==> config.mk <==
export PLATFORM = sky130hd
export DESIGN_NAME = mmu_top
export DESIGN_NICKNAME = d
export VERILOG_FILES = /design/src/design/mmu_pkg.sv /design/src/design/mmu_if.sv /design/src/design/mmu_tlb.sv /design/src/design/mmu_ptw.sv /design/src/design/mmu_ifetch_xlate.sv /design/src/design/mmu_lsu_xlate.sv /design/src/design/mmu_top.sv
export SDC_FILE = /design/constraint.sdc
export NUM_CORES = 1
export LEC_CHECK = 0
export ABC_CLOCK_PERIOD_IN_PS = 3900
export BUFFER_PORTS_ARGS = -buffer_cell sky130_fd_sc_hd__buf_2
export CORE_MARGIN = 3
export CORE_UTILIZATION = 45
export DETAILED_ROUTE_END_ITERATION = 8
export PLACE_DENSITY = 0.65
export SLEW_MARGIN = 15
export SYNTH_ARGS = -nofsm -noshare
export SYNTH_HDL_FRONTEND = slang
export SYNTH_SLANG_ARGS = --single-unit
export TNS_END_PERCENT = 5
==> constraint.sdc <==
create_clock -name clk_i -period 3.9 [get_ports clk_i]
set_input_delay 0.39 -clock clk_i [delete_from_list [all_inputs] [get_ports clk_i]]
set_output_delay 0.39 -clock clk_i [all_outputs]
set_load 0.005 [all_outputs]
==> src/design/mmu_pkg.sv <==
// ------------------------------------------------------------------
// Sv32-style widths, PTE bit positions and cause codes. No ASIDs and
// no G bit. The permission check ignores SUM and MXR.
// ------------------------------------------------------------------
package mmu_pkg;

    // address and page geometry
    localparam int VLEN     = 32;
    localparam int PLEN     = 34;
    localparam int PPN_W    = 22;
    localparam int VPN_W    = 10;
    localparam int OFFSET_W = 12;
    localparam int PTE_W    = 32;

    localparam int unsigned ITLB_ENTRIES = 4;
    localparam int unsigned DTLB_ENTRIES = 4;

    // page table entry flags, PPN in bits 31:10
    localparam int PTE_V       = 0;
    localparam int PTE_R       = 1;
    localparam int PTE_W_BIT   = 2;
    localparam int PTE_X       = 3;
    localparam int PTE_U       = 4;
    localparam int PTE_A       = 6;
    localparam int PTE_D       = 7;
    localparam int PTE_PPN_LSB = 10;

    localparam logic PRIV_U = 1'b0;
    localparam logic PRIV_S = 1'b1;

    localparam logic [3:0] CAUSE_INSTR_PF = 4'd12;
    localparam logic [3:0] CAUSE_LOAD_PF  = 4'd13;
    localparam logic [3:0] CAUSE_STORE_PF = 4'd15;

    localparam logic [1:0] ACC_EXEC  = 2'd0;
    localparam logic [1:0] ACC_READ  = 2'd1;
    localparam logic [1:0] ACC_WRITE = 2'd2;

    // one virtual address, split for a 4 KiB page or a 4 MiB megapage
    typedef union packed {
        struct packed {
            logic [VPN_W-1:0]    vpn1;
            logic [VPN_W-1:0]    vpn0;
            logic [OFFSET_W-1:0] offset;
        } view_4k;
        struct packed {
            logic [VPN_W-1:0]          vpn1;
            logic [VPN_W+OFFSET_W-1:0] offset;
        } view_mega;
    } vaddr_u;

    // leaf permission check for one access kind
    function automatic logic page_permits(input logic [PTE_W-1:0] pte,
                                          input logic             priv,
                                          input logic [1:0]       acc);
        logic ok;
        ok = pte[PTE_A] && (pte[PTE_U] ? (priv == PRIV_U) : (priv == PRIV_S));
        case (acc)
            ACC_EXEC:  ok = ok && pte[PTE_X];
            ACC_READ:  ok = ok && pte[PTE_R];
            ACC_WRITE: ok = ok && pte[PTE_W_BIT] && pte[PTE_D];
            default:   ok = 1'b0;
        endcase
        return ok;
    endfunction

endpackage

==> src/design/mmu_if.sv <==
// ------------------------------------------------------------------
// TLB lookup and refill buses. Lookup answers combinationally.
// ------------------------------------------------------------------

// lookup from a translation path, also watched by the walker
interface tlb_lookup_if import mmu_pkg::*; ();
    logic             access;
    logic [VLEN-1:0]  vaddr;
    logic             hit;
    logic [PTE_W-1:0] pte;
    logic             is_mega;

    modport requester (output access, vaddr, input hit, pte, is_mega);
    modport tlb       (input access, vaddr, output hit, pte, is_mega);
    modport walker    (input access, vaddr, hit);
endinterface

// one-cycle refill pulse from the walker
interface tlb_refill_if import mmu_pkg::*; ();
    logic             valid;
    logic [VLEN-1:0]  vaddr;
    logic [PTE_W-1:0] pte;
    logic             is_mega;

    modport ptw (output valid, vaddr, pte, is_mega);
    modport tlb (input valid, vaddr, pte, is_mega);
endinterface

==> src/design/mmu_tlb.sv <==
// ------------------------------------------------------------------
// Fully associative TLB, round-robin refill. ENTRIES must be a power
// of two and at least 2. Flush clears every entry.
// ------------------------------------------------------------------
module mmu_tlb import mmu_pkg::*; #(
    parameter int unsigned ENTRIES = 4
) (
    input  logic      clk_i,
    input  logic      rst_ni,
    input  logic      flush_i,
    tlb_lookup_if.tlb lookup,
    tlb_refill_if.tlb refill
);

    logic [ENTRIES-1:0]         valid_q;
    logic [ENTRIES-1:0]         mega_q;
    logic [VPN_W-1:0]           vpn1_q [ENTRIES];
    logic [VPN_W-1:0]           vpn0_q [ENTRIES];
    logic [PTE_W-1:0]           pte_q  [ENTRIES];
    logic [$clog2(ENTRIES)-1:0] repl_q;
    vaddr_u                     lu_va;
    vaddr_u                     rf_va;

    assign lu_va = lookup.vaddr;
    assign rf_va = refill.vaddr;

    // a megapage entry ignores vpn0
    always_comb begin
        lookup.hit     = 1'b0;
        lookup.pte     = '0;
        lookup.is_mega = 1'b0;
        for (int i = 0; i < ENTRIES; i++) begin
            if (valid_q[i] && (vpn1_q[i] == lu_va.view_mega.vpn1) &&
                (mega_q[i] || (vpn0_q[i] == lu_va.view_4k.vpn0))) begin
                lookup.hit     = lookup.access;
                lookup.pte     = pte_q[i];
                lookup.is_mega = mega_q[i];
            end
        end
    end

    // ------------------------------------------------------------------
    // valid bits and replacement pointer
    // ------------------------------------------------------------------
    always_ff @(posedge clk_i or negedge rst_ni) begin
        if (!rst_ni) begin
            valid_q <= '0;
            repl_q  <= '0;
        end else if (flush_i) begin
            valid_q <= '0;
        end else if (refill.valid) begin
            valid_q[repl_q] <= 1'b1;
            if (int'(repl_q) == ENTRIES - 1) begin
                repl_q <= '0;
            end else begin
                repl_q <= repl_q + 1'b1;
            end
        end
    end

    // entry contents
    always_ff @(posedge clk_i) begin
        if (refill.valid) begin
            vpn1_q[repl_q] <= rf_va.view_4k.vpn1;
            vpn0_q[repl_q] <= rf_va.view_4k.vpn0;
            mega_q[repl_q] <= refill.is_mega;
            pte_q[repl_q]  <= refill.pte;
        end
    end

endmodule

==> src/design/mmu_ptw.sv <==
// ------------------------------------------------------------------
// Two-level walker, read-only APB requester. pslverr is not handled
// and nothing is written back. Instruction misses win over data.
// ------------------------------------------------------------------
module mmu_ptw import mmu_pkg::*; (
    input  logic              clk_i,
    input  logic              rst_ni,
    input  logic              satp_en_i,
    input  logic [PPN_W-1:0]  satp_ppn_i,
    tlb_lookup_if.walker      itlb,
    tlb_lookup_if.walker      dtlb,
    tlb_refill_if.ptw         itlb_refill,
    tlb_refill_if.ptw         dtlb_refill,
    output logic              itlb_error_o,
    output logic              dtlb_error_o,
    output logic              psel_o,
    output logic              penable_o,
    output logic [PLEN-1:0]   paddr_o,
    input  logic              pready_i,
    input  logic [PTE_W-1:0]  prdata_i
);

    logic            busy_q;
    logic            penable_q;
    logic            lvl_q;
    logic            idle_q;
    logic            side_q;
    vaddr_u          vaddr_q;
    logic [PLEN-1:0] paddr_q;

    logic   start_i;
    logic   start_d;
    logic   start;
    vaddr_u start_va;
    logic   resp;
    logic   pte_bad;
    logic   pte_leaf;
    logic   misaligned;
    logic   done_ok;
    logic   done_err;
    logic   descend;

    assign start_i  = satp_en_i && itlb.access && !itlb.hit;
    assign start_d  = satp_en_i && dtlb.access && !dtlb.hit;
    assign start    = !busy_q && !idle_q && (start_i || start_d);
    assign start_va = start_i ? itlb.vaddr : dtlb.vaddr;

    // ------------------------------------------------------------------
    // PTE decode on the response cycle
    // ------------------------------------------------------------------
    assign resp       = busy_q && penable_q && pready_i;
    assign pte_bad    = !prdata_i[PTE_V] || (prdata_i[PTE_W_BIT] && !prdata_i[PTE_R]);
    assign pte_leaf   = prdata_i[PTE_R] || prdata_i[PTE_X];
    // megapage needs ppn0 all zero
    assign misaligned = |prdata_i[PTE_PPN_LSB +: VPN_W];

    assign done_ok  = resp && !pte_bad && pte_leaf && (lvl_q || !misaligned);
    assign done_err = resp && (pte_bad || (pte_leaf && !lvl_q && misaligned) ||
                               (!pte_leaf && lvl_q));
    assign descend  = resp && !pte_bad && !pte_leaf && !lvl_q;

    always_ff @(posedge clk_i or negedge rst_ni) begin
        if (!rst_ni) begin
            busy_q    <= 1'b0;
            penable_q <= 1'b0;
            lvl_q     <= 1'b0;
            idle_q    <= 1'b0;
            side_q    <= 1'b0;
        end else begin
            idle_q <= done_ok || done_err;
            if (start) begin
                busy_q    <= 1'b1;
                penable_q <= 1'b0;
                lvl_q     <= 1'b0;
                side_q    <= start_i;
            end else if (busy_q) begin
                if (!penable_q) begin
                    penable_q <= 1'b1;
                end else if (pready_i) begin
                    // a pointer goes back to setup for the second read
                    penable_q <= 1'b0;
                    lvl_q     <= descend;
                    busy_q    <= descend;
                end
            end
        end
    end

    always_ff @(posedge clk_i) begin
        if (start) begin
            vaddr_q <= start_va;
            paddr_q <= {satp_ppn_i, start_va.view_4k.vpn1, 2'b00};
        end else if (descend) begin
            paddr_q <= {prdata_i[PTE_W-1:PTE_PPN_LSB], vaddr_q.view_4k.vpn0, 2'b00};
        end
    end

    assign psel_o    = busy_q;
    assign penable_o = penable_q;
    assign paddr_o   = paddr_q;

    assign itlb_refill.valid   = done_ok && side_q;
    assign itlb_refill.vaddr   = vaddr_q;
    assign itlb_refill.pte     = prdata_i;
    assign itlb_refill.is_mega = !lvl_q;

    assign dtlb_refill.valid   = done_ok && !side_q;
    assign dtlb_refill.vaddr   = vaddr_q;
    assign dtlb_refill.pte     = prdata_i;
    assign dtlb_refill.is_mega = !lvl_q;

    assign itlb_error_o = done_err && side_q;
    assign dtlb_error_o = done_err && !side_q;

endmodule

==> src/design/mmu_ifetch_xlate.sv <==
// ------------------------------------------------------------------
// Fetch translation, fully combinational. Only page faults are raised.
// ------------------------------------------------------------------
module mmu_ifetch_xlate import mmu_pkg::*; (
    input  logic             fetch_req_i,
    input  logic [VLEN-1:0]  fetch_vaddr_i,
    input  logic             satp_en_i,
    input  logic             priv_lvl_i,
    tlb_lookup_if.requester  lookup,
    input  logic             ptw_error_i,
    output logic             fetch_valid_o,
    output logic [PLEN-1:0]  fetch_paddr_o,
    output logic             fetch_ex_valid_o,
    output logic [3:0]       fetch_ex_cause_o,
    output logic [VLEN-1:0]  fetch_ex_tval_o
);

    vaddr_u va;
    logic   no_perm;

    assign lookup.access = fetch_req_i;
    assign lookup.vaddr  = fetch_vaddr_i;
    assign va            = fetch_vaddr_i;
    assign no_perm       = !page_permits(lookup.pte, priv_lvl_i, ACC_EXEC);

    always_comb begin
        // bare mode passes the address through
        fetch_valid_o    = fetch_req_i;
        fetch_paddr_o    = {{(PLEN-VLEN){1'b0}}, fetch_vaddr_i};
        fetch_ex_valid_o = 1'b0;
        if (satp_en_i) begin
            if (lookup.is_mega) begin
                fetch_paddr_o = {lookup.pte[PTE_W-1 -: PPN_W-VPN_W], va.view_mega.offset};
            end else begin
                fetch_paddr_o = {lookup.pte[PTE_W-1 -: PPN_W], va.view_4k.offset};
            end
            // a miss waits for refill or the walker error pulse
            fetch_valid_o    = fetch_req_i && (lookup.hit || ptw_error_i);
            fetch_ex_valid_o = fetch_req_i && ((lookup.hit && no_perm) || ptw_error_i);
        end
        fetch_ex_cause_o = fetch_ex_valid_o ? CAUSE_INSTR_PF : 4'd0;
        fetch_ex_tval_o  = fetch_ex_valid_o ? fetch_vaddr_i : '0;
    end

endmodule

==> src/design/mmu_lsu_xlate.sv <==
// ------------------------------------------------------------------
// Load/store translation. Result comes one cycle after a DTLB hit; a
// walk fault is reported in the cycle of the walker error pulse.
// ------------------------------------------------------------------
module mmu_lsu_xlate import mmu_pkg::*; (
    input  logic             clk_i,
    input  logic             rst_ni,
    input  logic             lsu_req_i,
    input  logic [VLEN-1:0]  lsu_vaddr_i,
    input  logic             lsu_is_store_i,
    input  logic             satp_en_i,
    input  logic             priv_lvl_i,
    tlb_lookup_if.requester  lookup,
    input  logic             ptw_error_i,
    output logic             lsu_dtlb_hit_o,
    output logic             lsu_valid_o,
    output logic [PLEN-1:0]  lsu_paddr_o,
    output logic             lsu_ex_valid_o,
    output logic [3:0]       lsu_ex_cause_o,
    output logic [VLEN-1:0]  lsu_ex_tval_o
);

    logic             req_q;
    vaddr_u           vaddr_q;
    logic             store_q;
    logic [PTE_W-1:0] pte_q;
    logic             mega_q;
    logic             perm_err;

    assign lookup.access = lsu_req_i;
    assign lookup.vaddr  = lsu_vaddr_i;

    // always ready when translation is off
    assign lsu_dtlb_hit_o = satp_en_i ? lookup.hit : 1'b1;

    always_ff @(posedge clk_i or negedge rst_ni) begin
        if (!rst_ni) begin
            req_q <= 1'b0;
        end else begin
            req_q <= lsu_req_i && lsu_dtlb_hit_o;
        end
    end

    always_ff @(posedge clk_i) begin
        vaddr_q <= lsu_vaddr_i;
        store_q <= lsu_is_store_i;
        pte_q   <= lookup.pte;
        mega_q  <= lookup.is_mega;
    end

    // ------------------------------------------------------------------
    // second cycle: address and permission from the registered hit
    // ------------------------------------------------------------------
    assign perm_err = satp_en_i &&
                      !page_permits(pte_q, priv_lvl_i, store_q ? ACC_WRITE : ACC_READ);

    always_comb begin
        lsu_paddr_o = {{(PLEN-VLEN){1'b0}}, vaddr_q};
        if (satp_en_i) begin
            if (mega_q) begin
                lsu_paddr_o = {pte_q[PTE_W-1 -: PPN_W-VPN_W], vaddr_q.view_mega.offset};
            end else begin
                lsu_paddr_o = {pte_q[PTE_W-1 -: PPN_W], vaddr_q.view_4k.offset};
            end
        end
        lsu_valid_o    = req_q || ptw_error_i;
        lsu_ex_valid_o = 1'b0;
        lsu_ex_cause_o = 4'd0;
        lsu_ex_tval_o  = '0;
        if (ptw_error_i) begin
            // the faulting request is still held on the inputs
            lsu_ex_valid_o = 1'b1;
            lsu_ex_cause_o = lsu_is_store_i ? CAUSE_STORE_PF : CAUSE_LOAD_PF;
            lsu_ex_tval_o  = lsu_vaddr_i;
        end else if (req_q && perm_err) begin
            lsu_ex_valid_o = 1'b1;
            lsu_ex_cause_o = store_q ? CAUSE_STORE_PF : CAUSE_LOAD_PF;
            lsu_ex_tval_o  = vaddr_q;
        end
    end

endmodule

==> src/design/mmu_top.sv <==
// ------------------------------------------------------------------
// MMU top: two TLBs, one walker, fetch and load/store paths.
// priv_lvl_i and satp_* must stay stable while a request is held.
// ------------------------------------------------------------------
module mmu_top import mmu_pkg::*; (
    input  logic              clk_i,
    input  logic              rst_ni,
    input  logic              satp_en_i,
    input  logic [PPN_W-1:0]  satp_ppn_i,
    input  logic              priv_lvl_i,
    input  logic              flush_i,
    // fetch
    input  logic              fetch_req_i,
    input  logic [VLEN-1:0]   fetch_vaddr_i,
    output logic              fetch_valid_o,
    output logic [PLEN-1:0]   fetch_paddr_o,
    output logic              fetch_ex_valid_o,
    output logic [3:0]        fetch_ex_cause_o,
    output logic [VLEN-1:0]   fetch_ex_tval_o,
    // load/store
    input  logic              lsu_req_i,
    input  logic [VLEN-1:0]   lsu_vaddr_i,
    input  logic              lsu_is_store_i,
    output logic              lsu_dtlb_hit_o,
    output logic              lsu_valid_o,
    output logic [PLEN-1:0]   lsu_paddr_o,
    output logic              lsu_ex_valid_o,
    output logic [3:0]        lsu_ex_cause_o,
    output logic [VLEN-1:0]   lsu_ex_tval_o,
    // APB read requester
    output logic              psel_o,
    output logic              penable_o,
    output logic [PLEN-1:0]   paddr_o,
    input  logic              pready_i,
    input  logic [PTE_W-1:0]  prdata_i
);

    logic itlb_error;
    logic dtlb_error;

    tlb_lookup_if itlb_lu ();
    tlb_lookup_if dtlb_lu ();
    tlb_refill_if itlb_rf ();
    tlb_refill_if dtlb_rf ();

    mmu_tlb #(.ENTRIES(ITLB_ENTRIES)) u_itlb (
        .clk_i, .rst_ni, .flush_i, .lookup(itlb_lu.tlb), .refill(itlb_rf.tlb)
    );

    mmu_tlb #(.ENTRIES(DTLB_ENTRIES)) u_dtlb (
        .clk_i, .rst_ni, .flush_i, .lookup(dtlb_lu.tlb), .refill(dtlb_rf.tlb)
    );

    mmu_ptw u_ptw (
        .clk_i, .rst_ni, .satp_en_i, .satp_ppn_i,
        .itlb(itlb_lu.walker), .dtlb(dtlb_lu.walker),
        .itlb_refill(itlb_rf.ptw), .dtlb_refill(dtlb_rf.ptw),
        .itlb_error_o(itlb_error), .dtlb_error_o(dtlb_error),
        .psel_o, .penable_o, .paddr_o, .pready_i, .prdata_i
    );

    mmu_ifetch_xlate u_ifetch (
        .fetch_req_i, .fetch_vaddr_i, .satp_en_i, .priv_lvl_i,
        .lookup(itlb_lu.requester), .ptw_error_i(itlb_error),
        .fetch_valid_o, .fetch_paddr_o, .fetch_ex_valid_o, .fetch_ex_cause_o,
        .fetch_ex_tval_o
    );

    mmu_lsu_xlate u_lsu (
        .clk_i, .rst_ni, .lsu_req_i, .lsu_vaddr_i, .lsu_is_store_i, .satp_en_i,
        .priv_lvl_i, .lookup(dtlb_lu.requester), .ptw_error_i(dtlb_error),
        .lsu_dtlb_hit_o, .lsu_valid_o, .lsu_paddr_o, .lsu_ex_valid_o,
        .lsu_ex_cause_o, .lsu_ex_tval_o
    );

endmodule

==> impl_metrics.tcl <==
set metrics [dict create \
    wl_per_cell_um 23.3 \
    synth_edf_count 428 \
    vdd.ir_drop.worst_mv 0.346 \
    ant_nets 0 \
    ys_warn_count 0 \
    tns_ns 0 \
    cp-end-kind "output port" \
    worstSetupStartpointType "register" \
    track_usage 0.225 \
    syn_area_per_cell_um2 14.2 \
    drc 0 \
    fin_crit_sh 0.963 \
    drive_gt1_frac 0.318 \
    grt-ovfl-total 0 \
    clockBufferDepth 3 \
    p_leak_nw 9.33 \
    dpl.hpwl_um 38700 \
    worstHoldPathType "in -> reg" \
    clk_latency_ns 0.60 \
    die_area_um2 49900 \
    drv_slew 0 \
    intPower_mw 9.68 \
    num-nets-final 1924 \
    mostFrequentLayoutCells "428 x edfxtp_1, 300 x buf_2, 134 x nand2_1, 109 x o21ai_0, 109 x xnor2_1" \
    numCtsBuffers 52 \
    register_area_um2 14500 \
    clock_sinks 507 \
    clockRootBuffer "clkbuf_16" \
    worstMarginPinSlew_ns 0.988 \
    ios 308 \
    gp_congestion 0.823 \
    grt_pass1_wl_um 83300 \
    power-per-cell-area_nw_per_um2 498 \
    fill_cells 3840 \
    crit_type "reg -> out" \
    via_per_inst 5.46 \
    p_total_mw 12.6 \
    place_area_um2 23300 \
    final_area_um2 25300 \
    htreeDepth 2 \
    dr.pass1.iters 5 \
    whs_ns 0.0358 \
    power_frac_clock 0.409 \
    fin_skew_ns 0.0175 \
    ys_seq_elements 507 \
    die_h_um 223 \
    die_x_um 223 \
    p_switching_mw 2.95 \
    num_vias 13300 \
    sw_frac_of_total 0.234 \
    cp.required_ns 3.51 \
    layout_commonest_cell "edfxtp_1" \
    multi_input_comb_area_um2 6120 \
    cp.arrival_ns 3.37 \
    drv_cap 0 \
    drt-total-wl_um 57000 \
    synth_ff_type "edfxtp_1" \
    row_count 79 \
    post-route-min-period_ns 3.76 \
    rsz0062_at_grt "no" \
    power_frac_comb 0.090 \
    ys_types 67 \
    area_delta_synth_final_pct 19.1 \
    status "complete, no violations" \
    grt_pass1_vias 13300 \
    setup_violations 0 \
    start_util 0.456 \
    antenna_found_initial 3 \
    core_um2 46700 \
    seqPwrFrac 0.501 \
    critical_path_peak_fanout 12 \
    final_hold_viol_count 0 \
    synth-seq-area-share 0.682 \
    syn-instance-count 1499 \
    relSlewSlack 0.340 \
    fmax_mhz 266 \
    io_buffer_count 300 \
    cts_tree "built" \
    path_clk_slew_ns 0.06 \
    async_flop_share 0.0355 \
    drt_iter0_markers 1136 \
    grt_max_degree 56 \
    netlist_area_um2 21300 \
]
-- per-layer routing --
metal / part of all wire / vias up / GRT usage
met2: 0.48 / 604 / 0.374
met5: 0 / - / 0
met1: 0.41 / 6563 / 0.301
met3: 0.082 / 99 / 0.0442
met4: 0.025 / 0 / 0.0660
li1: - / 6071 / -
-- stage by stage --
stage          utilization  std cells  worst slack, ns
3_5_place_dp         0.500       2325            0.369
5_1_grt              0.543       2440          0.00630
2_1_floorplan            -       1502            0.475
6_report             0.543       2443            0.143
4_1_cts              0.542       2439           0.0530
3_3_place_gp         0.500       2325            0.389
-- cell usage after synthesis (5+ instances only) --
library cell  number  share of area
edfxtp_1         428           0.60
xor2_1            52          0.021
mux2_2            95          0.050
nor4_1            15         0.0044
buf_2             44          0.010
dfxtp_1           61          0.057
and3_1            44          0.013
nor2b_1           12         0.0035
a221o_1           23          0.011
mux2_4            14         0.0099
clkbuf_1          40         0.0071
o21ai_0          110          0.026
dfrtp_1           18          0.021
buf_6              5         0.0026
nand3_1           13         0.0031
nand4_1           28         0.0082
a21oi_1           30         0.0071
ha_1               8         0.0047
nor2_1            40         0.0071
inv_1             13         0.0023
nand2_1          134          0.024
xnor2_1          109          0.045
a31oi_1           16         0.0047
and2_1            35          0.010
buf_4             34          0.012
nor3_1            13         0.0031
-- layout make-up --
| type | count | share of cell area |
|---|---|---|
| timing repair buffer | 360 | 0.0819 |
| tap | 607 | 0.0300 |
| clock inverter | 33 | 0.0146 |
| sequential | 507 | 0.573 |
| clock buffer | 65 | 0.0570 |
| antenna | 3 | 0.000296 |
| multi-input combinational | 855 | 0.241 |
| inverter | 13 | 0.00192 |
-- sequential cells by signal, indices dropped and copies added (netlist names), 27 cells and up --
name	count
u_ptw.paddr_o	32
u_dtlb.pte_q	108
u_lsu.pte_q	27
u_itlb.vpn0_q	40
u_dtlb.vpn0_q	40
u_lsu.vaddr_q	32
u_itlb.pte_q	100
u_itlb.vpn1_q	40
u_dtlb.vpn1_q	40
-- cell families (layout without fill, tap and decap cells) --
logic type                 Yosys count  in the layout  share of synthesized area
muxes                              111            111                     0.0617
other                                1              7                   0.000176
AOI/OAI and AO/OA                  213            213                     0.0641
adders and majority gates            8              8                    0.00470
DFF                                507            507                      0.682
buffers and inverters              140            471                     0.0350
xor gates and xnor gates           161            161                     0.0663
and+or+nand+nor                    358            358                     0.0856
-- final timing paths --
kind,from,end,slack (ns),depth (start not counted)
setup / recovery,u_itlb.vpn1_q[2][6]$_DFFE_PP_,fetch_ex_tval_o[1],0.14,10
hold / removal,prdata_i[2],u_dtlb.pte_q[2][2]$_DFFE_PP_,0.04,1
setup reg to reg,u_itlb.vpn0_q[3][9]$_DFFE_PP_,u_ptw.dtlb_refill.vaddr[15]$_DFFE_PN_,0.75,10
hold reg to reg,u_dtlb.pte_q[3][13]$_DFFE_PP_,u_lsu.pte_q[13]$_DFF_P_,0.48,1
max in group asynchronous,rst_ni,u_dtlb.repl_q[0]$_DFFE_PN0P_,3.18,2
min in group asynchronous,rst_ni,u_itlb.valid_q[0]$_DFFE_PN0P_,0.32,2
-- worst max-delay path: stages, from the launching register on --
cell and delay, ns:
edfxtp_1 0.38, xnor2_1 0.21, nand4_1 0.12, or4_4 0.50, nand2b_4 0.24, and3_1 0.22
a22o_1 0.25, o31ai_2 0.37, buf_4 0.20, and3_1 0.16, buf_2 0.11
-- what timing repair did --
item | 4_1_cts | 5_1_grt
endpoints found under the hold margin | 35 | 0
setup endpoints to repair | 3 | 40
hold buffers | 15 | 0
buffers inserted | 1 | 1
pin swaps | 1 | 1
gates resized for setup | 1 | 7
-- power groups by stage --
stage / Combinational [mW] / Clock [mW] / Sequential [mW]
3_5_place_dp: 1.12 / 0 / 6.44
2_1_floorplan: 0.605 / 0 / 6.36
3_3_place_gp: 1.10 / 0 / 6.44
5_1_grt: 1.23 / 5.49 / 6.34
4_1_cts: 1.14 / 5.26 / 6.33
6_report: 1.13 / 5.17 / 6.33
(Power assumes the default switching activity.)
